### config.mk
export PLATFORM = sky130hd
export DESIGN_NAME = fb_arbiter
export DESIGN_NICKNAME = d
export VERILOG_FILES = /design/src/source/display_pkg.sv /design/src/source/fb_arbiter.sv
export SDC_FILE = /design/constraint.sdc
export NUM_CORES = 1
export LEC_CHECK = 0
export ABC_AREA = 0
export BUFFER_PORTS_ARGS = -buffer_cell sky130_fd_sc_hd__buf_2
export CORE_MARGIN = 2
export CORE_UTILIZATION = 26
export CTS_CLUSTER_SIZE = 40
export DETAILED_ROUTE_END_ITERATION = 8
export HOLD_SLACK_MARGIN = 0.08
export PLACE_DENSITY_LB_ADDON = 0.15
export SETUP_SLACK_MARGIN = 0.05
export SKIP_LAST_GASP = 1
export SLEW_MARGIN = 20
export SYNTH_ARGS = -nofsm -noshare
export SYNTH_HDL_FRONTEND = slang
export SYNTH_SLANG_ARGS = --single-unit
### constraint.sdc
create_clock -name clk_pix -period 2.9 [get_ports clk_pix]
set_clock_uncertainty 0.05 [all_clocks]
set_input_delay 0.58 -clock clk_pix [delete_from_list [all_inputs] [get_ports clk_pix]]
set_output_delay 0.58 -clock clk_pix [all_outputs]
set_load 0.05 [all_outputs]
### src/source/display_pkg.sv
// ~~~~~~~~~~~~~~~~~~~~~~~~~~~~~~~~~~~~~~~~~~~~~~~~~~~~~~~~~~~~
// Shared timing, framebuffer geometry and bus structs for the
// 640x480p60 framebuffer display. Import with display_pkg::*.
// ~~~~~~~~~~~~~~~~~~~~~~~~~~~~~~~~~~~~~~~~~~~~~~~~~~~~~~~~~~~~
package display_pkg;

    localparam int coord_width = 16;  // signed screen coordinates

    // 640x480 at 60 Hz, 25.175 MHz nominal pixel clock
    localparam int h_res  = 640;
    localparam int v_res  = 480;
    localparam int h_fp   = 16;   // front porch
    localparam int h_sync = 96;
    localparam int h_bp   = 48;   // back porch
    localparam int v_fp   = 10;
    localparam int v_sync = 2;
    localparam int v_bp   = 33;
    localparam bit h_pol  = 1'b0;  // 0 means negative sync
    localparam bit v_pol  = 1'b0;

    localparam int h_sta  = 0 - h_fp - h_sync - h_bp;  // -160, first blanking column
    localparam int v_sta  = 0 - v_fp - v_sync - v_bp;  // -45, first blanking line
    localparam int hs_sta = h_sta + h_fp;  // hsync start
    localparam int hs_end = hs_sta + h_sync;
    localparam int vs_sta = v_sta + v_fp;  // vsync start
    localparam int vs_end = vs_sta + v_sync;
    localparam int ha_end = h_res - 1;  // last active pixel
    localparam int va_end = v_res - 1;  // last active line

    localparam int fb_width       = 160;
    localparam int fb_height      = 120;
    localparam int fb_scale_shift = 2;  // 4x4 screen pixels per stored pixel
    localparam int fb_depth       = fb_width * fb_height;  // 19200 words
    localparam int fb_addr_width  = 15;
    localparam int color_width    = 12;  // 4:4:4 rgb

    typedef struct packed {
        logic hsync;
        logic vsync;
        logic de;     // data enable
        logic frame;  // first blanking pixel of frame
        logic line;   // first pixel of each line
    } display_sync_t;

    // idle sync state, used by reset of timing and delay stages
    localparam display_sync_t sync_idle = '{hsync: ~h_pol, vsync: ~v_pol,
                                            de: 1'b0, frame: 1'b0, line: 1'b0};

    typedef struct packed {
        display_sync_t            sync;
        logic [color_width-1:0]   color;
    } display_out_t;

    typedef struct packed {
        logic                     cyc;
        logic                     stb;
        logic                     we;
        logic [fb_addr_width-1:0] adr;
        logic [color_width-1:0]   dat_w;
    } wb_req_t;

    typedef struct packed {
        logic                     ack;
        logic [color_width-1:0]   dat_r;
    } wb_rsp_t;

    typedef struct packed {
        logic                     en;
        logic                     we;
        logic [fb_addr_width-1:0] addr;
        logic [color_width-1:0]   wdata;
    } fb_port_t;

endpackage

### src/source/fb_arbiter.sv
// ~~~~~~~~~~~~~~~~~~~~~~~~~~~~~~~~~~~~~~~~~~~~~~~~~~~~~~~~~~~~
// Shares the framebuffer port. Scanout reads always win; the
// Wishbone host is served in free cycles and waits on ack.
// ~~~~~~~~~~~~~~~~~~~~~~~~~~~~~~~~~~~~~~~~~~~~~~~~~~~~~~~~~~~~
`timescale 1ns/1ps

module fb_arbiter import display_pkg::*; (
    input  logic                     clk_pix,
    input  logic                     rst_pix,
    input  logic                     scan_req,
    input  logic [fb_addr_width-1:0] scan_addr,
    output logic [color_width-1:0]   scan_data,
    input  wb_req_t                  wb_req,
    output wb_rsp_t                  wb_rsp,
    output fb_port_t                 mem,
    input  logic [color_width-1:0]   mem_rdata
);

    logic host_issue;  // host access goes to memory this cycle
    logic ack_q;       // host access issued last cycle
    logic scan_q;      // scanout owned memory last cycle

    // host only gets the port when scanout is idle and no ack is out
    assign host_issue = wb_req.cyc && wb_req.stb && !scan_req && !ack_q;

    always_comb begin
        mem.en    = scan_req || host_issue;
        mem.we    = host_issue && wb_req.we;  // scanout never writes
        mem.addr  = scan_req ? scan_addr : wb_req.adr;
        mem.wdata = wb_req.dat_w;
    end

    // track which side the returning word belongs to
    always_ff @(posedge clk_pix) begin
        if (rst_pix) begin
            ack_q  <= 1'b0;
            scan_q <= 1'b0;
        end else begin
            ack_q  <= host_issue;  // single cycle, stb still high blocks reissue
            scan_q <= scan_req;
        end
    end

    // steer memory data to its owner
    assign scan_data    = scan_q ? mem_rdata : '0;
    assign wb_rsp.ack   = ack_q;
    assign wb_rsp.dat_r = ack_q ? mem_rdata : '0;  // read data with ack

endmodule

==> flow_summary.toml <==
[clock_network]
cts_buffers = 3
cts-root-buf = "clkbuf_4"
clock_sinks = 2
cts_tree = "yes"
ctsResizeCount = 0
h-tree-depth = 1
clk_pin_slew_ns = 0.03
clock_path_buffers = 2
post_cts_buffers = 0
clkLatencyLatePin_ns = 0.23
hold_buffers = 0

[floorplan]
io-pin-count = 114
die-area_sq_mm = 0.00256
die_w_microns = 50.6
fp-row-count = 16
die-height_microns = 50.6
coreArea_sq_mm = 0.00200
initial_core_util_pct = 28.2

[placed_design]
dpl.hpwl_microns = 1430
dpl_worst_slack_ns = 0.713
io_buffers = 89
gp_congestion = 0.645

[sta]
slew_viol_final = 0
fin_ws_ns = 0.732
fin_crit_ns = 2.17
relSlewSlack_pct = 69.5
period_share_pct = 74.8
fin_setup_tns_ns = 0
rsz0062_at_grt = "false"
fmax_mhz = 461
whs_ns = 0.480
hold_viol = 0
worst_pin_slew_ns = 0.457
setup_viol = 0

[grt]
track_usage_pct = 11.9
grt_pass1_wl_microns = 2310
grt_max_degree = 20
antenna_found_initial = 0
first_global_vias = 517
grt_remaining_overflow = 0

[yosys]
yosysSeqAreaShare_pct = 7.10
yosysUniqueCellTypes = 14
netlist_area_sq_um = 564
netlist_instances = 63
synth_nets = 123
synth_seq_cells = 2
synth.avg_cell_area_sq_um = 8.96
yosysWarnings = 0

[layout]
drive_gt1_share_pct = 79.0
diodes = 0
num-nets-final = 200
areaGrowthSynthToFinish_pct = 64.5
fill_cells = 201

[route]
ant_nets = 0
drc = 0
num_vias = 698
wl_microns = 1690
first_iter_violations = 0
drt_pass1_iterations = 1
wl_per_cell_microns = 10.3
vias_per_cell = 4.23

[pwr]
vdd.ir_drop.worst_uv = 122
powerDensity_mw_per_mm2 = 310
p_total_uw = 288
p_leak_nw = 0.582

[critical_path]
cp.arrival_ns = 1.54
end_kind = "output pin"
startpoint_type = "primary input"
r2r_setup_slack_ns = 2.02
required_ns = 2.27
crit_type = "in -> out"
path_max_fanout = 19

[run_status]
outcome = "finished, final reports clean"

[job]
maxCapViolCount = 0

[hold_path]
min-delay-path-class = "in -> reg"
==> kinds of logic after synthesis <==
family          after synthesis  synth area share (%)
compound gates                1                  1.33
buf+inv                      17                  24.4
flops                         2                  7.10
mux                          15                  33.9
simple gates                 28                  33.3
==> per-stage QoR <==
stage	utilization (%)	cell area [sq um]	cells
global placement	45.3	906	162
floorplan	-	564	63
global route	46.4	928	165
detailed placement	45.3	906	162
CTS	46.4	928	165
finish	46.4	928	165
==> cells in the mapped netlist <==
cell / n / area, sq um
buf_4: 13 / 97.6
dfxtp_1: 2 / 40.0
buf_2: 1 / 5.00
buf_12: 1 / 20.0
clkbuf_1: 1 / 3.75
buf_6: 1 / 11.3
nor4b_2: 1 / 15.0
mux2_4: 6 / 90.1
o21bai_1: 1 / 7.51
nor4_2: 1 / 12.5
nor2b_1: 1 / 6.26
nand2_1: 1 / 3.75
and2_1: 24 / 150
mux2_2: 9 / 101
==> worst paths after layout <==
path | startpoint | endpoint | cells past startpoint
worst min-delay path | rst_pix | ack_q | 2
worst min register to register | ack_q | ack_q | 1
worst max register to register | ack_q | ack_q | 1
worst max-delay path | scan_req | mem[12] | 3
==> layout make-up <==
class | instances | area (sq um) | share of cell area [%]
sequential | 2 | 40.0 | 4.31
multi-input combinational | 44 | 387 | 41.6
clock buffer | 3 | 22.5 | 2.43
tap | 27 | 33.8 | 3.64
timing repair buffer | 89 | 445 | 48.0
==> where the power goes <==
group / leakage, nW / switching (mW) / total, mW / internal [mW]
sequential: 0.0165 / 0.00308 / 0.0319 / 0.0289
clock: 0.0138 / 0.0187 / 0.0646 / 0.0459
combinational: 0.552 / 0.127 / 0.191 / 0.0645
==> worst max-delay path: stages <==
cell,delay (ns)
buf_2,0.36
mux2_2,0.38
buf_2,0.21
==> registers in the layout (all words and copies together) (netlist names) <==
register  cells
scan_q        1
ack_q         1
==> cells in the final DEF, fill, tap and decap left out <==
cell,netlist,final
nor2b_1,1,1
buf_2,1,89
clkbuf_4,0,3
mux2_4,6,6
and2_1,24,24
o21bai_1,1,1
nor4b_2,1,1
nand2_1,1,1
dfxtp_1,2,2
nor4_2,1,1
mux2_2,9,9
==> per-layer routing <==
| metal | vias to the layer above | share of wire [%] | GRT usage [%] |
|---|---|---|---|
| li1 | 344 | - | - |
| met1 | 293 | 30 | 11.4 |
| met2 | 59 | 57 | 23.0 |
| met3 | 2 | 12 | 2.68 |
| met4 | 0 | 0.89 | 6.76 |
| met5 | - | 0 | 0 |
Power figures use the tool's default switching activity.
