[config.mk]
export PLATFORM = sky130hd
export DESIGN_NAME = display_timing
export DESIGN_NICKNAME = d
export VERILOG_FILES = /design/src/source/display_pkg.sv /design/src/source/display_timing.sv
export SDC_FILE = /design/constraint.sdc
export NUM_CORES = 1
export LEC_CHECK = 0
export ABC_AREA = 1
export BUFFER_PORTS_ARGS = -buffer_cell sky130_fd_sc_hd__buf_2
export CORE_MARGIN = 10
export CORE_UTILIZATION = 40
export DETAILED_ROUTE_END_ITERATION = 7
export HOLD_SLACK_MARGIN = 0.1
export REMOVE_ABC_BUFFERS = 1
export SLEW_MARGIN = 20
export SYNTH_ARGS = -nofsm -noshare
export SYNTH_HDL_FRONTEND = slang
export SYNTH_SLANG_ARGS = --single-unit
[constraint.sdc]
create_clock -name clk_pix -period 1.6 [get_ports clk_pix]
set_input_delay 0.24 -clock clk_pix [delete_from_list [all_inputs] [get_ports clk_pix]]
set_output_delay 0.24 -clock clk_pix [all_outputs]
set_load 0.1 [all_outputs]
[src/source/display_pkg.sv]
// ~~~~~~~~~~~~~~~~~~~~~~~~~~~~~~~~~~~~~~~~~~~~~~~~~~~~~~~~~~~~
// Shared timing, framebuffer geometry and bus structs for the
// 640x480p60 framebuffer display. Import with display_pkg::*.
// ~~~~~~~~~~~~~~~~~~~~~~~~~~~~~~~~~~~~~~~~~~~~~~~~~~~~~~~~~~~~
package display_pkg;

    localparam int coord_width = 16;  // signed screen coordinates

    // 640x480 at 60 Hz, 25.175 MHz nominal pixel clock
    localparam int h_res  = 640;
    localparam int v_res  = 480;
    localparam int h_fp   = 16;   // front porch
    localparam int h_sync = 96;
    localparam int h_bp   = 48;   // back porch
    localparam int v_fp   = 10;
    localparam int v_sync = 2;
    localparam int v_bp   = 33;
    localparam bit h_pol  = 1'b0;  // 0 means negative sync
    localparam bit v_pol  = 1'b0;

    localparam int h_sta  = 0 - h_fp - h_sync - h_bp;  // -160, first blanking column
    localparam int v_sta  = 0 - v_fp - v_sync - v_bp;  // -45, first blanking line
    localparam int hs_sta = h_sta + h_fp;  // hsync start
    localparam int hs_end = hs_sta + h_sync;
    localparam int vs_sta = v_sta + v_fp;  // vsync start
    localparam int vs_end = vs_sta + v_sync;
    localparam int ha_end = h_res - 1;  // last active pixel
    localparam int va_end = v_res - 1;  // last active line

    localparam int fb_width       = 160;
    localparam int fb_height      = 120;
    localparam int fb_scale_shift = 2;  // 4x4 screen pixels per stored pixel
    localparam int fb_depth       = fb_width * fb_height;  // 19200 words
    localparam int fb_addr_width  = 15;
    localparam int color_width    = 12;  // 4:4:4 rgb

    typedef struct packed {
        logic hsync;
        logic vsync;
        logic de;     // data enable
        logic frame;  // first blanking pixel of frame
        logic line;   // first pixel of each line
    } display_sync_t;

    // idle sync state, used by reset of timing and delay stages
    localparam display_sync_t sync_idle = '{hsync: ~h_pol, vsync: ~v_pol,
                                            de: 1'b0, frame: 1'b0, line: 1'b0};

    typedef struct packed {
        display_sync_t            sync;
        logic [color_width-1:0]   color;
    } display_out_t;

    typedef struct packed {
        logic                     cyc;
        logic                     stb;
        logic                     we;
        logic [fb_addr_width-1:0] adr;
        logic [color_width-1:0]   dat_w;
    } wb_req_t;

    typedef struct packed {
        logic                     ack;
        logic [color_width-1:0]   dat_r;
    } wb_rsp_t;

    typedef struct packed {
        logic                     en;
        logic                     we;
        logic [fb_addr_width-1:0] addr;
        logic [color_width-1:0]   wdata;
    } fb_port_t;

endpackage

[src/source/display_timing.sv]
// ~~~~~~~~~~~~~~~~~~~~~~~~~~~~~~~~~~~~~~~~~~~~~~~~~~~~~~~~~~~~
// 640x480p60 timing generator. Registered sync and control bits
// with matching signed screen position, negative in blanking.
// ~~~~~~~~~~~~~~~~~~~~~~~~~~~~~~~~~~~~~~~~~~~~~~~~~~~~~~~~~~~~
`timescale 1ns/1ps

module display_timing import display_pkg::*; (
    input  logic                          clk_pix,
    input  logic                          rst_pix,
    output display_sync_t                 sync,
    output logic signed [coord_width-1:0] sx,  // lines up with sync
    output logic signed [coord_width-1:0] sy
);

    logic signed [coord_width-1:0] x;  // raw counter position
    logic signed [coord_width-1:0] y;
    logic                          in_hs;  // inside hsync pulse
    logic                          in_vs;

    assign in_hs = (x >= hs_sta) && (x < hs_end);
    assign in_vs = (y >= vs_sta) && (y < vs_end);

    // sync and control, one cycle behind x and y
    always_ff @(posedge clk_pix) begin
        if (rst_pix) begin
            sync <= sync_idle;
        end else begin
            sync.hsync <= h_pol ? in_hs : ~in_hs;  // polarity from package
            sync.vsync <= v_pol ? in_vs : ~in_vs;
            sync.de    <= (x >= 0) && (y >= 0);
            sync.frame <= (x == h_sta) && (y == v_sta);
            sync.line  <= (x == h_sta);
        end
    end

    // position counters, start in top left of blanking
    always_ff @(posedge clk_pix) begin
        if (rst_pix) begin
            x <= coord_width'(h_sta);
            y <= coord_width'(v_sta);
        end else if (x == ha_end) begin  // end of line
            x <= coord_width'(h_sta);
            if (y == va_end) begin  // end of frame
                y <= coord_width'(v_sta);
            end else begin
                y <= y + 1'b1;
            end
        end else begin
            x <= x + 1'b1;
        end
    end

    // one register stage so position matches sync
    always_ff @(posedge clk_pix) begin
        if (rst_pix) begin
            sx <= coord_width'(h_sta);
            sy <= coord_width'(v_sta);
        end else begin
            sx <= x;
            sy <= y;
        end
    end

endmodule

==> out/summary.txt <==
max incr delay on CP = 390 ps
Leakage = 1.72 nW
Skew-Pair Late Insertion Delay = 350 ps
Post-route DRC = 0
CP cell instances = ha_2 -> nand3_2 -> nor3_4 -> buf_4 -> nand4_1 -> nand3_1
layout cell share with drive strength beyond 1 = 0.238
Die H = 105 µm
Non-Filler Instances = 533
clock sink count = 69
Seq cells post-synth = 69
final period utilization = 0.941
top cells by count, synth = nand2_1 (95), dfxtp_1 (69), inv_1 (48)
max-capacitance violation count = 0
CTS tree = done
sequential element share of the synthesized area = 0.478
Final nets = 439
Post-Route M1 WL = 3.08 mm
Cells after Synth = 380
Routed Antenna Nets = 0
RSZ-0062 raised after global routing = true
CTS Buf Count = 9
Pwr Density = 1020 mW/mm²
CP max stage cell = nor3_4
ys flop type = dfxtp_1
Synth Area per Inst = 7.60 µm²
worst reg2reg startpoint = y[1]
H-tree levels = 3
chip width = 105 µm
Final Max Tran Viols = 0
DP HPWL = 4.86 mm
CP Capture Type = flip-flop
largest area contributor in the netlist = dfxtp_1
vias in the first global route = 2359
Slew HR = 0.673
row cnt = 30
detailed-route via count = 2486
Synth-to-Final Area Change = 21.4%
asr flop ratio synth = 0
hold_sp = rst_pix
crit path launch type = flip-flop
crit-path max FO = 8
worst path buffer plus inverter count = 1
number of synthesized flops with an enable pin = 0
global-route wire length before repair = 11.1 mm
core area = 0.00691 mm²
area share of the largest cell type after synthesis = 0.478
crit path DAT = 1800 ps
WL met2 = 3.00 mm
Ant. Diodes = 0
maximum clock path buffer count = 2
Die ar. = 0.0110 mm²
Worst path top cell family by delay = simple AND/OR/NAND/NOR gates
most numerous cell in the Yosys netlist = nand2_1
Post-Syn Area = 0.00289 mm²
Setup crit start = y[1]
Req. time, crit path = 1890 ps
worst hold path class = input port to flip-flop
Starting Density = 0.418
clock period minus worst slack = 1510 ps
worst reg2reg setup slack = 90 ps
critical path class = flip-flop to flip-flop
port bufs = 38
maximum clock frequency = 664 MHz
Top Metal Used = met4
WL met3 = 395 µm
post-synthesis cell type count = 29
Starting DRT DRC Count = 146
Post-Place Cells = 515
vias per inst = 4.66
clk slew on worst S/H paths = 80 ps
First-pass DRT Iterations = 4
Avg WL per Cell = 12.4 µm
Synthesis Warnings = 0
Detailed Route WL = 6.62 mm
dominant cells by area after synthesis = dfxtp_1 (48%), nand2_1 (12%), nand3_1 (7.8%)
Final setup viols = 0
Worst VDD drop = 519 µV
IO Pins = 39
worst-margin pin slew = 494 ps
WHS = 243 ps
global route total overflow = 0
Tot GR Track Use = 0.122
initial antenna violation count = 0
Placer Congestion = 0.824
outcome = finished clean
largest net degree at the start of global routing = 22
Clock Skews = 9.05 ps
Final Hold Viols = 0
CTS root buffer = clkbuf_8
-- metrics by stage --
stage	cell area (µm²)	worst slack [ps]	setup TNS, ps	utilization	total power, mW
after floorplan	2830	124	0	-	1.89
after global placement	3220	111	0	0.466	1.92
after detailed placement	3220	68.8	0	0.466	1.92
after CTS	3460	61.2	0	0.501	3.61
after global routing	3510	-15.0	-15.0	0.508	3.70
final	3510	93.6	0	0.508	3.59
-- power breakdown --
| group | switching (mW) | internal, mW | total [mW] | leakage [nW] |
|---|---|---|---|---|
| clock | 0.674 | 1.04 | 1.71 | 0.116 |
| sequential | 0.00779 | 1.73 | 1.74 | 0.560 |
| combinational | 0.119 | 0.0275 | 0.147 | 1.04 |
-- routing by layer --
metal,up-vias,global-route usage
met5,-,0
met4,0,0.0657
met3,15,0.0369
met2,59,0.186
met1,1118,0.150
li1,1294,-
-- timing repair --
action | CTS | global route
buffers inserted | 0 | 2
gates resized for setup | 0 | 12
hold buffers | 0 | 0
endpoints found under the hold margin | 0 | 0
setup endpoints to repair | 0 | 14
-- logic make-up (layout without fill, tap and decap cells) --
logic type,Yosys count,after routing,synth area share
xor gates and xnor gates,5,5,0.0152
and+or+nand+nor,227,227,0.370
AOI/OAI and AO/OA,12,12,0.0238
buffers and inverters,62,119,0.0909
adders and majority gates,5,5,0.0217
DFF,69,69,0.478
-- layout by cell type (no fill, tap or decap), types with 5 or more instances in the layout --
master	netlist	layout
inv_1	48	48
inv_2	6	6
dfxtp_1	69	66
buf_4	1	10
nor3_1	6	6
clkbuf_8	0	9
nand3_1	45	44
buf_2	3	38
nand4_1	9	9
nand2_2	6	5
xor2_1	5	5
nor2_2	9	11
o21ai_0	5	5
nand2_1	95	95
nor2_1	44	41
-- layout make-up --
type,instances,area [µm²]
Fill cell,717,3400
Sequential cell,69,1390
Multi-Input combinational cell,249,1270
Timing Repair Buffer,49,285
Inverter,54,203
Clock buffer,10,128
Tap cell,96,120
Clock inverter,6,111
-- sequential cells by signal, summed over array words and instances (netlist names) --
| name | flops |
|---|---|
| sync | 5 |
| sx | 16 |
| sy | 16 |
| x | 16 |
| y | 16 |
-- path summary, 6_finish.rpt --
kind,end,cells after the start
setup reg to reg,y[14],6
hold reg to reg,x[0],1
setup / recovery,y[14],6
hold / removal,y[7],3
-- worst min-delay path: cells and delay by family --
family                 cells  cell delay [ps]
and+or+nand+nor            1              110
buffers and inverters      2              210
(Power assumes the default switching activity.)
