[src/source/display_pkg.sv]
// ~~~~~~~~~~~~~~~~~~~~~~~~~~~~~~~~~~~~~~~~~~~~~~~~~~~~~~~~~~~~
// Shared timing, framebuffer geometry and bus structs for the
// 640x480p60 framebuffer display. Import with display_pkg::*.
// ~~~~~~~~~~~~~~~~~~~~~~~~~~~~~~~~~~~~~~~~~~~~~~~~~~~~~~~~~~~~
package display_pkg;

    localparam int coord_width = 16;  // signed screen coordinates

    // 640x480 at 60 Hz, 25.175 MHz nominal pixel clock
    localparam int h_res  = 640;
    localparam int v_res  = 480;
    localparam int h_fp   = 16;   // front porch
    localparam int h_sync = 96;
    localparam int h_bp   = 48;   // back porch
    localparam int v_fp   = 10;
    localparam int v_sync = 2;
    localparam int v_bp   = 33;
    localparam bit h_pol  = 1'b0;  // 0 means negative sync
    localparam bit v_pol  = 1'b0;

    localparam int h_sta  = 0 - h_fp - h_sync - h_bp;  // -160, first blanking column
    localparam int v_sta  = 0 - v_fp - v_sync - v_bp;  // -45, first blanking line
    localparam int hs_sta = h_sta + h_fp;  // hsync start
    localparam int hs_end = hs_sta + h_sync;
    localparam int vs_sta = v_sta + v_fp;  // vsync start
    localparam int vs_end = vs_sta + v_sync;
    localparam int ha_end = h_res - 1;  // last active pixel
    localparam int va_end = v_res - 1;  // last active line

    localparam int fb_width       = 160;
    localparam int fb_height      = 120;
    localparam int fb_scale_shift = 2;  // 4x4 screen pixels per stored pixel
    localparam int fb_depth       = fb_width * fb_height;  // 19200 words
    localparam int fb_addr_width  = 15;
    localparam int color_width    = 12;  // 4:4:4 rgb

    typedef struct packed {
        logic hsync;
        logic vsync;
        logic de;     // data enable
        logic frame;  // first blanking pixel of frame
        logic line;   // first pixel of each line
    } display_sync_t;

    // idle sync state, used by reset of timing and delay stages
    localparam display_sync_t sync_idle = '{hsync: ~h_pol, vsync: ~v_pol,
                                            de: 1'b0, frame: 1'b0, line: 1'b0};

    typedef struct packed {
        display_sync_t            sync;
        logic [color_width-1:0]   color;
    } display_out_t;

    typedef struct packed {
        logic                     cyc;
        logic                     stb;
        logic                     we;
        logic [fb_addr_width-1:0] adr;
        logic [color_width-1:0]   dat_w;
    } wb_req_t;

    typedef struct packed {
        logic                     ack;
        logic [color_width-1:0]   dat_r;
    } wb_rsp_t;

    typedef struct packed {
        logic                     en;
        logic                     we;
        logic [fb_addr_width-1:0] addr;
        logic [color_width-1:0]   wdata;
    } fb_port_t;

endpackage

[src/source/scanout.sv]
// ~~~~~~~~~~~~~~~~~~~~~~~~~~~~~~~~~~~~~~~~~~~~~~~~~~~~~~~~~~~~
// Turns screen position into framebuffer reads at 4x scale and
// delays sync by 3 cycles to line up with the colour.
// ~~~~~~~~~~~~~~~~~~~~~~~~~~~~~~~~~~~~~~~~~~~~~~~~~~~~~~~~~~~~
`timescale 1ns/1ps

module scanout import display_pkg::*; (
    input  logic                          clk_pix,
    input  logic                          rst_pix,
    input  display_sync_t                 sync_in,
    input  logic signed [coord_width-1:0] sx,
    input  logic signed [coord_width-1:0] sy,
    output logic                          scan_req,
    output logic [fb_addr_width-1:0]      scan_addr,
    input  logic [color_width-1:0]        scan_data,  // arrives at t+2
    output display_out_t                  video
);

    logic                     active;     // visible pixel at t
    logic [coord_width-1:0]   row;        // framebuffer row
    logic [coord_width-1:0]   col;        // framebuffer column
    logic [fb_addr_width-1:0] addr_next;
    display_sync_t            sync_d [3];  // t+1, t+2, t+3
    logic [color_width-1:0]   color_q;

    assign active = (sx >= 0) && (sy >= 0);
    assign row    = coord_width'(sy >>> fb_scale_shift);  // /4 for 4x scale
    assign col    = coord_width'(sx >>> fb_scale_shift);
    assign addr_next = fb_addr_width'(row[fb_addr_width-1:0] * fb_width
                                      + col[fb_addr_width-1:0]);

    // read request, valid at t+1
    always_ff @(posedge clk_pix) begin
        if (rst_pix) begin
            scan_req <= 1'b0;
        end else begin
            scan_req <= active;
        end
        scan_addr <= addr_next;  // don't care when no request
    end

    // sync delay line, idle values in reset
    always_ff @(posedge clk_pix) begin
        if (rst_pix) begin
            sync_d[0] <= sync_idle;
            sync_d[1] <= sync_idle;
            sync_d[2] <= sync_idle;
        end else begin
            sync_d[0] <= sync_in;
            sync_d[1] <= sync_d[0];
            sync_d[2] <= sync_d[1];
        end
    end

    // colour lands with sync_d[2], blanked outside de
    always_ff @(posedge clk_pix) begin
        if (rst_pix) begin
            color_q <= '0;
        end else begin
            color_q <= sync_d[1].de ? scan_data : '0;
        end
    end

    assign video.sync  = sync_d[2];
    assign video.color = color_q;

endmodule
[config.mk]
export PLATFORM = sky130hd
export DESIGN_NAME = scanout
export DESIGN_NICKNAME = d
export VERILOG_FILES = /design/src/source/display_pkg.sv /design/src/source/scanout.sv
export SDC_FILE = /design/constraint.sdc
export NUM_CORES = 1
export LEC_CHECK = 0
export BUFFER_PORTS_ARGS = -buffer_cell sky130_fd_sc_hd__buf_2
export CORE_MARGIN = 5
export CORE_UTILIZATION = 25
export DETAILED_ROUTE_END_ITERATION = 7
export PLACE_DENSITY = 0.53
export SLEW_MARGIN = 20
export SYNTH_ARGS = -nofsm -noshare
export SYNTH_HDL_FRONTEND = slang
export SYNTH_SLANG_ARGS = --single-unit
[constraint.sdc]
create_clock -name clk_pix -period 2.9 [get_ports clk_pix]
set_input_delay 0.29 -clock clk_pix [delete_from_list [all_inputs] [get_ports clk_pix]]
set_output_delay 0.29 -clock clk_pix [all_outputs]
set_load 0.01 [all_outputs]
==> results of run 1 <==
==> critical path: cells and delay by family <==
| family | cells | cell delay (ns) |
|---|---|---|
| buffers and inverters | 1 | 0.11 |
| AOI/OAI and AO/OA | 5 | 0.97 |
| adders and majority gates | 3 | 0.94 |
| xor gates and xnor gates | 2 | 0.28 |
==> cells by family after synthesis <==
kind of cell,count (synthesis)
AND/OR/NAND/NOR,41
XOR/XNOR,15
flip-flops,43
buffers and inverters,14
adder cells (fa/ha/maj),24
AO/OA/AOI/OAI,22
==> cell usage after synthesis (all sizes together) <==
cell      n
xnor2    12
nor2      6
o2111ai   1
o21bai    3
and2     12
a21o      2
a31oi     1
buf       5
inv       7
a211oi    2
clkbuf    2
o41ai     1
dfxtp    43
nand4     1
nor3      2
a21oi     7
or2       6
nand3     2
o21ai     4
ha       22
o21a      1
fa        2
nor2b    11
xor2      3
nand2     1
==> layer usage <==
metal	track usage [%]	vias to the layer above	wire length, um
met5	0	-	0
met4	3.97	0	51
met3	2.95	5	335
met2	13.3	51	1550
met1	8.69	529	1490
li1	-	675	-
==> where the power goes <==
group / internal [mW] / total [mW] / switching [mW]
Clock: 0.344 / 0.536 / 0.192
Sequential: 0.661 / 0.674 / 0.0128
Combinational: 0.195 / 0.408 / 0.212
==> cell usage in the layout, fill, tap and decap left out, drive strengths merged, types with 3 or more instances in the layout <==
cell / instances
buf: 76
or2: 6
ha: 22
nor2b: 11
xnor2: 12
clkbuf: 6
a21oi: 7
o21bai: 3
inv: 7
and2: 12
o21ai: 4
dfxtp: 43
xor2: 3
nor2: 6
==> through the flow <==
| stage | worst slack [ns] | cell area [sq um] | cells | power (mW) | hold WS (ns) |
|---|---|---|---|---|---|
| after global placement | 0.181 | 2240 | 324 | 1.10 | 0.393 |
| after detailed placement | 0.167 | 2240 | 324 | 1.11 | 0.394 |
| final | 0.479 | 2370 | 332 | 1.62 | 0.0996 |
| after global routing | 0.407 | 2370 | 332 | 1.73 | 0.0769 |
| after CTS | 0.472 | 2370 | 332 | 1.66 | 0.0840 |
| after floorplan | 0.434 | 1790 | 159 | 0.961 | 0.318 |
==> cell type report <==
class                      count  area, sq um
clock buffer                   6         72.6
clock inverter                 2         60.1
fill                         696         4500
inverter                       7         26.3
multi-input combinational    102          853
sequential                    43          861
tap                           96          120
timing repair buffer          76          380
==> sequential cells by signal (all words and copies together) (netlist names) <==
name and cells:
color_q 12, scan_req 1, sync_d 15, scan_addr 15
==> worst paths after layout <==
| kind | start | endpoint | slack, ns | depth (start not counted) |
|---|---|---|---|---|
| max | sy[4] | scan_addr[14] | 0.48 | 11 |
| min | sx[6] | scan_addr[4] | 0.1 | 1 |
| max reg2reg | sync_d[0][7] | color_q[0] | 1.84 | 2 |
| min reg2reg | sync_d[0][3] | sync_d[0][8] | 0.41 | 1 |
==> metrics.yaml, run 1 <==
outcome:
  status: "finished clean"
clock_network:
  post-cts-setup-buffers: 0
  postCtsResizedCells: 0
  clk_root_buffer_cell: "sky130_fd_sc_hd__clkbuf_8"
  clock_sink_count: 43
  max-clock-path-buffers: 2
  cts_hold_buf: 0
  cts_htree_levels: 2
  tritoncts.num_buffers: 5
  clk_pin_slew_ns: 0.08
  clock_tree_from_tritoncts: "done"
  clk_latency_ns: 0.28
yosys:
  synth.distinct_cells: 29
  dominant_combinational_cell_family_by_area_after_synthesis: "adder cells"
  synthMuxAreaShare_pct: 0
  syn_nets: 234
  synthesis.yosys.warnings: 0
  area_fraction_in_compound_gates_after_synthesis_pct: 9.25
  post_synth_and_or_nand_nor_area_fraction_pct: 13.1
  ys_top_cells_by_area: "sky130_fd_sc_hd__dfxtp_1 48%, sky130_fd_sc_hd__ha_1 15%, sky130_fd_sc_hd__xnor2_1 5.4%"
  yosys.area_share.adder_pct: 17.7
  yosysSeqAreaShare_pct: 48.2
  cell_area_after_technology_mapping_sq_um: 1790
  yosys_register_bits: 43
  syn-instance-count: 159
  synth_top_area_share_pct: 48.2
  syn_area_per_cell_sq_um: 11.2
  synthXorXnorAreaFrac_pct: 7.78
  netlist.top_cell.by_area: "sky130_fd_sc_hd__dfxtp_1"
place:
  number_of_i_o_port_buffers: 76
  gp_routability_congestion: 0.754
  dp_hpwl_um: 2900
finish:
  layout_cells_sized_above_1_pct: 40.3
  finalCoreUtilization_pct: 34.6
  insertedDiodeCount: 0
  fin_nets: 310
  area_growth_pct: 32.9
floorplan:
  floorplan.initialDensity_pct: 26.0
  die_w_um: 94.5
  core_area_sq_um: 6870
  row_cnt: 30
  top_level_ports: 84
  die_area_sq_um: 8930
  chipHeight_um: 94.5
worst_setup_path:
  critPathLaunchType: "input pin"
  required_time_at_the_worst_slack_endpoint_ns: 3.08
  critPathArrivalTime_ns: 2.60
  crit_fanout: 5
  critical_path.cell_chain: "buf_2 -> ha_1 -> ha_1 -> a21o_1 -> a21oi_1 -> xnor2_1 -> ha_1 -> a21o_1 -> a211oi_1 -> a21oi_2 -> xnor2_1"
  crit_top_cell: "sky130_fd_sc_hd__ha_1"
  max_stage_delay_ns: 0.33
  end_kind: "register"
  crit_type: "input pin to register"
  cpMaxStageDelayCell: "sky130_fd_sc_hd__ha_1"
min_path:
  holdCritPathClass: "input pin to register"
drt:
  dr.first_iter.drc_count: 9
  post_drt_wl_per_cell_um: 10.3
  route.final.wire_length_um: 3430
  vias: 1260
  final_antenna_net_count: 0
  routed_via_density: 3.80
  drt-pass1-iter-count: 2
  route.detailed.drc: 0
timing:
  slew_headroom_pct: 59.3
  final-hold-violation-count: 0
  worstMarginPinSlew_ns: 0.610
  finalMaxSlewViolations: 0
  clock-skew-final_ns: 0.00223
  tns_ns: 0
  min_period_ns: 2.42
  setup_viol: 0
  grt_setup_unrepaired: "false"
  fin_crit_sh_pct: 83.5
  max_freq_mhz: 413
grt:
  grt_max_degree: 17
  grt_pass1_wl_um: 5390
  grt_overflow_total: 0
  number_of_antenna_violations_at_the_first_check_in_global_routing: 0
  grt_pass1_vias: 1275
  global_route.usage.total_pct: 7.89
flow_run:
  cap_viol_max_count: 0
power:
  leakage_power_nw: 1.15
  powerDensity_nw_per_um2: 682
  vdd_ir_drop_max_uv: 182
Note: power is estimated with default switching activity, not from simulation.
==> run 2: changes to the inputs <==
- clock period: 2.9 -> 2.35 ns (I/O delays scaled with it)
==> run 2 against run 1 <==
  * Non-clock buffer count up 13
  * Hold slack lost 0.052 ns
  * Clock skew is 0.0013 ns higher
  * Sequential cell count is the same
  * Via count rose by 6.7%
==> metrics.yaml, run 2 (same netlist as run 1, synthesis figures left out) <==
place:
  dp_worst_setup_slack_ns: -0.199  # -0.366 ns
  dp_hpwl_um: 2980  # +2.8%
  gp_routability_congestion: 0.737  # -2.1%
  number_of_i_o_port_buffers: 76  # unchanged
  placedInstanceArea_sq_um: 2340  # +4.4%
min_path:
  holdCritPathClass: "input pin to register"
  hold_depth: 1  # unchanged
  hold_path.startpoint: "sx[5]"
  hold-path-endpoint: "scan_addr[3]"
power:
  powerDensity_nw_per_um2: 756  # +11%
  leakage_power_nw: 1.19  # +3.2%
  finalPower_mw: 1.85  # +14%
  vdd_ir_drop_max_uv: 197  # +7.9%
clock_network:
  clk_pin_slew_ns: 0.08  # about the same
  clk_root_buffer_cell: "sky130_fd_sc_hd__clkbuf_8"
  cts_htree_levels: 2  # unchanged
  clk_latency_ns: 0.28  # about the same
  tritoncts.num_buffers: 5  # unchanged
  clock_tree_from_tritoncts: "done"
  max-clock-path-buffers: 2  # unchanged
  cts_hold_buf: 0  # unchanged
  clock_sink_count: 43  # unchanged
timing:
  min_period_ns: 2.21
  slew_headroom_pct: 60.2  # +0.95 points
  setup_viol: 0  # unchanged
  clock-skew-final_ns: 0.00351  # +0.00128 ns
  fin_crit_sh_pct: 94.2
  worstMarginPinSlew_ns: 0.596  # -0.0143 ns
  max_freq_mhz: 452
  postLayoutSetupSlackWorst_ns: 0.135  # -0.344 ns
  grt_setup_unrepaired: "false"
  finalMaxSlewViolations: 0  # unchanged
  final-hold-violation-count: 0  # unchanged
drt:
  vias: 1344  # +6.7%
  route.final.wire_length_um: 3560  # +3.6%
  routed_via_density: 3.90  # +2.6%
  drt-pass1-iter-count: 4  # +2
  final_antenna_net_count: 0  # unchanged
  dr.first_iter.drc_count: 10  # +1
  post_drt_wl_per_cell_um: 10.3  # -0.29%
  route.detailed.drc: 0  # unchanged
finish:
  fill_cells: 715  # +2.7%
  layout_cells_sized_above_1_pct: 45.4  # +5.1 points
  final-seq-area_sq_um: 861  # unchanged
  area_growth_pct: 37.2
  layout_commonest_cell: "sky130_fd_sc_hd__buf_2"
  largest_registers: "scan_addr x15, sync_d x15, color_q x12"
  layout_cell_area_excl_fill_sq_um: 2450  # +3.2%
  mostFrequentLayoutCells: "76 x sky130_fd_sc_hd__buf_2, 43 x sky130_fd_sc_hd__dfxtp_1, 20 x sky130_fd_sc_hd__ha_1, 13 x sky130_fd_sc_hd__buf_4, 12 x sky130_fd_sc_hd__and2_1"
  finalCoreUtilization_pct: 35.7  # +1.1 points
  insertedDiodeCount: 0  # unchanged
  multi_input_area_sq_um: 880  # +3.1%
  fin_nets: 323  # +4.2%
worst_setup_path:
  critPathLaunchType: "input pin"
  crit_top_cell: "sky130_fd_sc_hd__ha_1"
  max_stage_delay_ns: 0.45  # +0.12 ns
  regToRegStartpoint: "sync_d[0][7]"
  crit_fanout: 5  # unchanged
  ff2ff_setup_slack_ns: 1.29  # -0.55 ns
  critical_path.cell_chain: "buf_2 -> ha_1 -> ha_2 -> fa_2 -> ha_1 -> nand3_1 -> o2111ai_2 -> nand4_1 -> a21oi_2 -> xnor2_1"
  timing.critical_path.buf_inv: 1  # unchanged
  crit_type: "input pin to register"
  reg2reg_depth: 2  # unchanged
  required_time_at_the_worst_slack_endpoint_ns: 2.56  # -0.52 ns
  cpLargestDelayFamily: "adder cells"
  cpMaxStageDelayCell: "sky130_fd_sc_hd__fa_2"
  end_kind: "register"
  critPathArrivalTime_ns: 2.43  # -0.17 ns
  critical_path.reg2reg.endpoint: "color_q[2]"
grt:
  global_route.usage.total_pct: 8.30  # +0.41 points
  grt_pass1_vias: 1357  # +6.4%
  grt_pass1_wl_um: 5810  # +7.8%
  number_of_antenna_violations_at_the_first_check_in_global_routing: 0  # unchanged
  grt_overflow_total: 0  # unchanged
  grt_max_degree: 17  # unchanged
floorplan:
  row_cnt: 30  # unchanged
  floorplan.initialDensity_pct: 26.0  # unchanged
  die_w_um: 94.5  # unchanged
  die_area_sq_um: 8930  # unchanged
  top_level_ports: 84  # unchanged
  core_area_sq_um: 6870  # unchanged
  chipHeight_um: 94.5  # unchanged
flow_run:
  cap_viol_max_count: 0  # unchanged
outcome:
  status: "finished clean"
==> run 2: changes by cell type in the layout (fill, tap and decap cells not counted), sizes merged <==
cell | before | now
clkinv | 0 | 1
bufinv | 2 | 0
buf | 76 | 89
clkinvlp | 0 | 1
==> run 2: how the worst max path moves through the flow <==
stage                     slack (ns)  cells after the start   from             to
after floorplan                 0.02                     10  sy[4]  scan_addr[14]
after CTS                       0.10                     11  sy[3]  scan_addr[13]
after detailed placement       -0.20                     11  sy[3]  scan_addr[13]
final                           0.14                     10  sy[3]  scan_addr[14]
after global placement         -0.15                     10  sy[3]  scan_addr[14]
after global routing           0.004                     11  sy[3]  scan_addr[13]
==> run 2: timing repair <==
| item | in CTS | in global routing |
|---|---|---|
| resized for setup | 0 | 4 |
| setup buffers | 0 | 1 |
| setup endpoints to repair | 0 | 2 |
==> run 2: through the flow <==
step | hold WS (ns) | TNS [ns] | cells
6_report | 0.0477 | 0 | 345
3_3_place_gp | 0.338 | -0.370 | 336
2_1_floorplan | 0.263 | 0 | 159
4_1_cts | 0.0305 | 0 | 344
3_5_place_dp | 0.339 | -0.457 | 336
5_1_grt | 0.0315 | 0 | 345
==> run 2: area by class of cell <==
| type | count | area share [%] |
|---|---|---|
| Multi-Input combinational cell | 102 | 35.9 |
| Sequential cell | 43 | 35.1 |
| Tap cell | 96 | 4.90 |
| Inverter | 7 | 1.07 |
| Clock buffer | 6 | 2.96 |
| Clock inverter | 2 | 0.511 |
| Timing Repair Buffer | 89 | 19.5 |
==> run 2: per-layer routing <==
metal  GRT usage [%]  share of wire [%]  up-vias
met4            3.49                2.2        0
met2            13.9                 42       57
li1                -                  -      701
met1            9.49                 45      579
met3            3.11                 11        7
met5               0                  0        -
==> run 2: power by group <==
part / internal (mW) / switching, mW
sequential: 0.816 / 0.0146
clock: 0.208 / 0.237
combinational: 0.296 / 0.280
total: 1.32 / 0.532
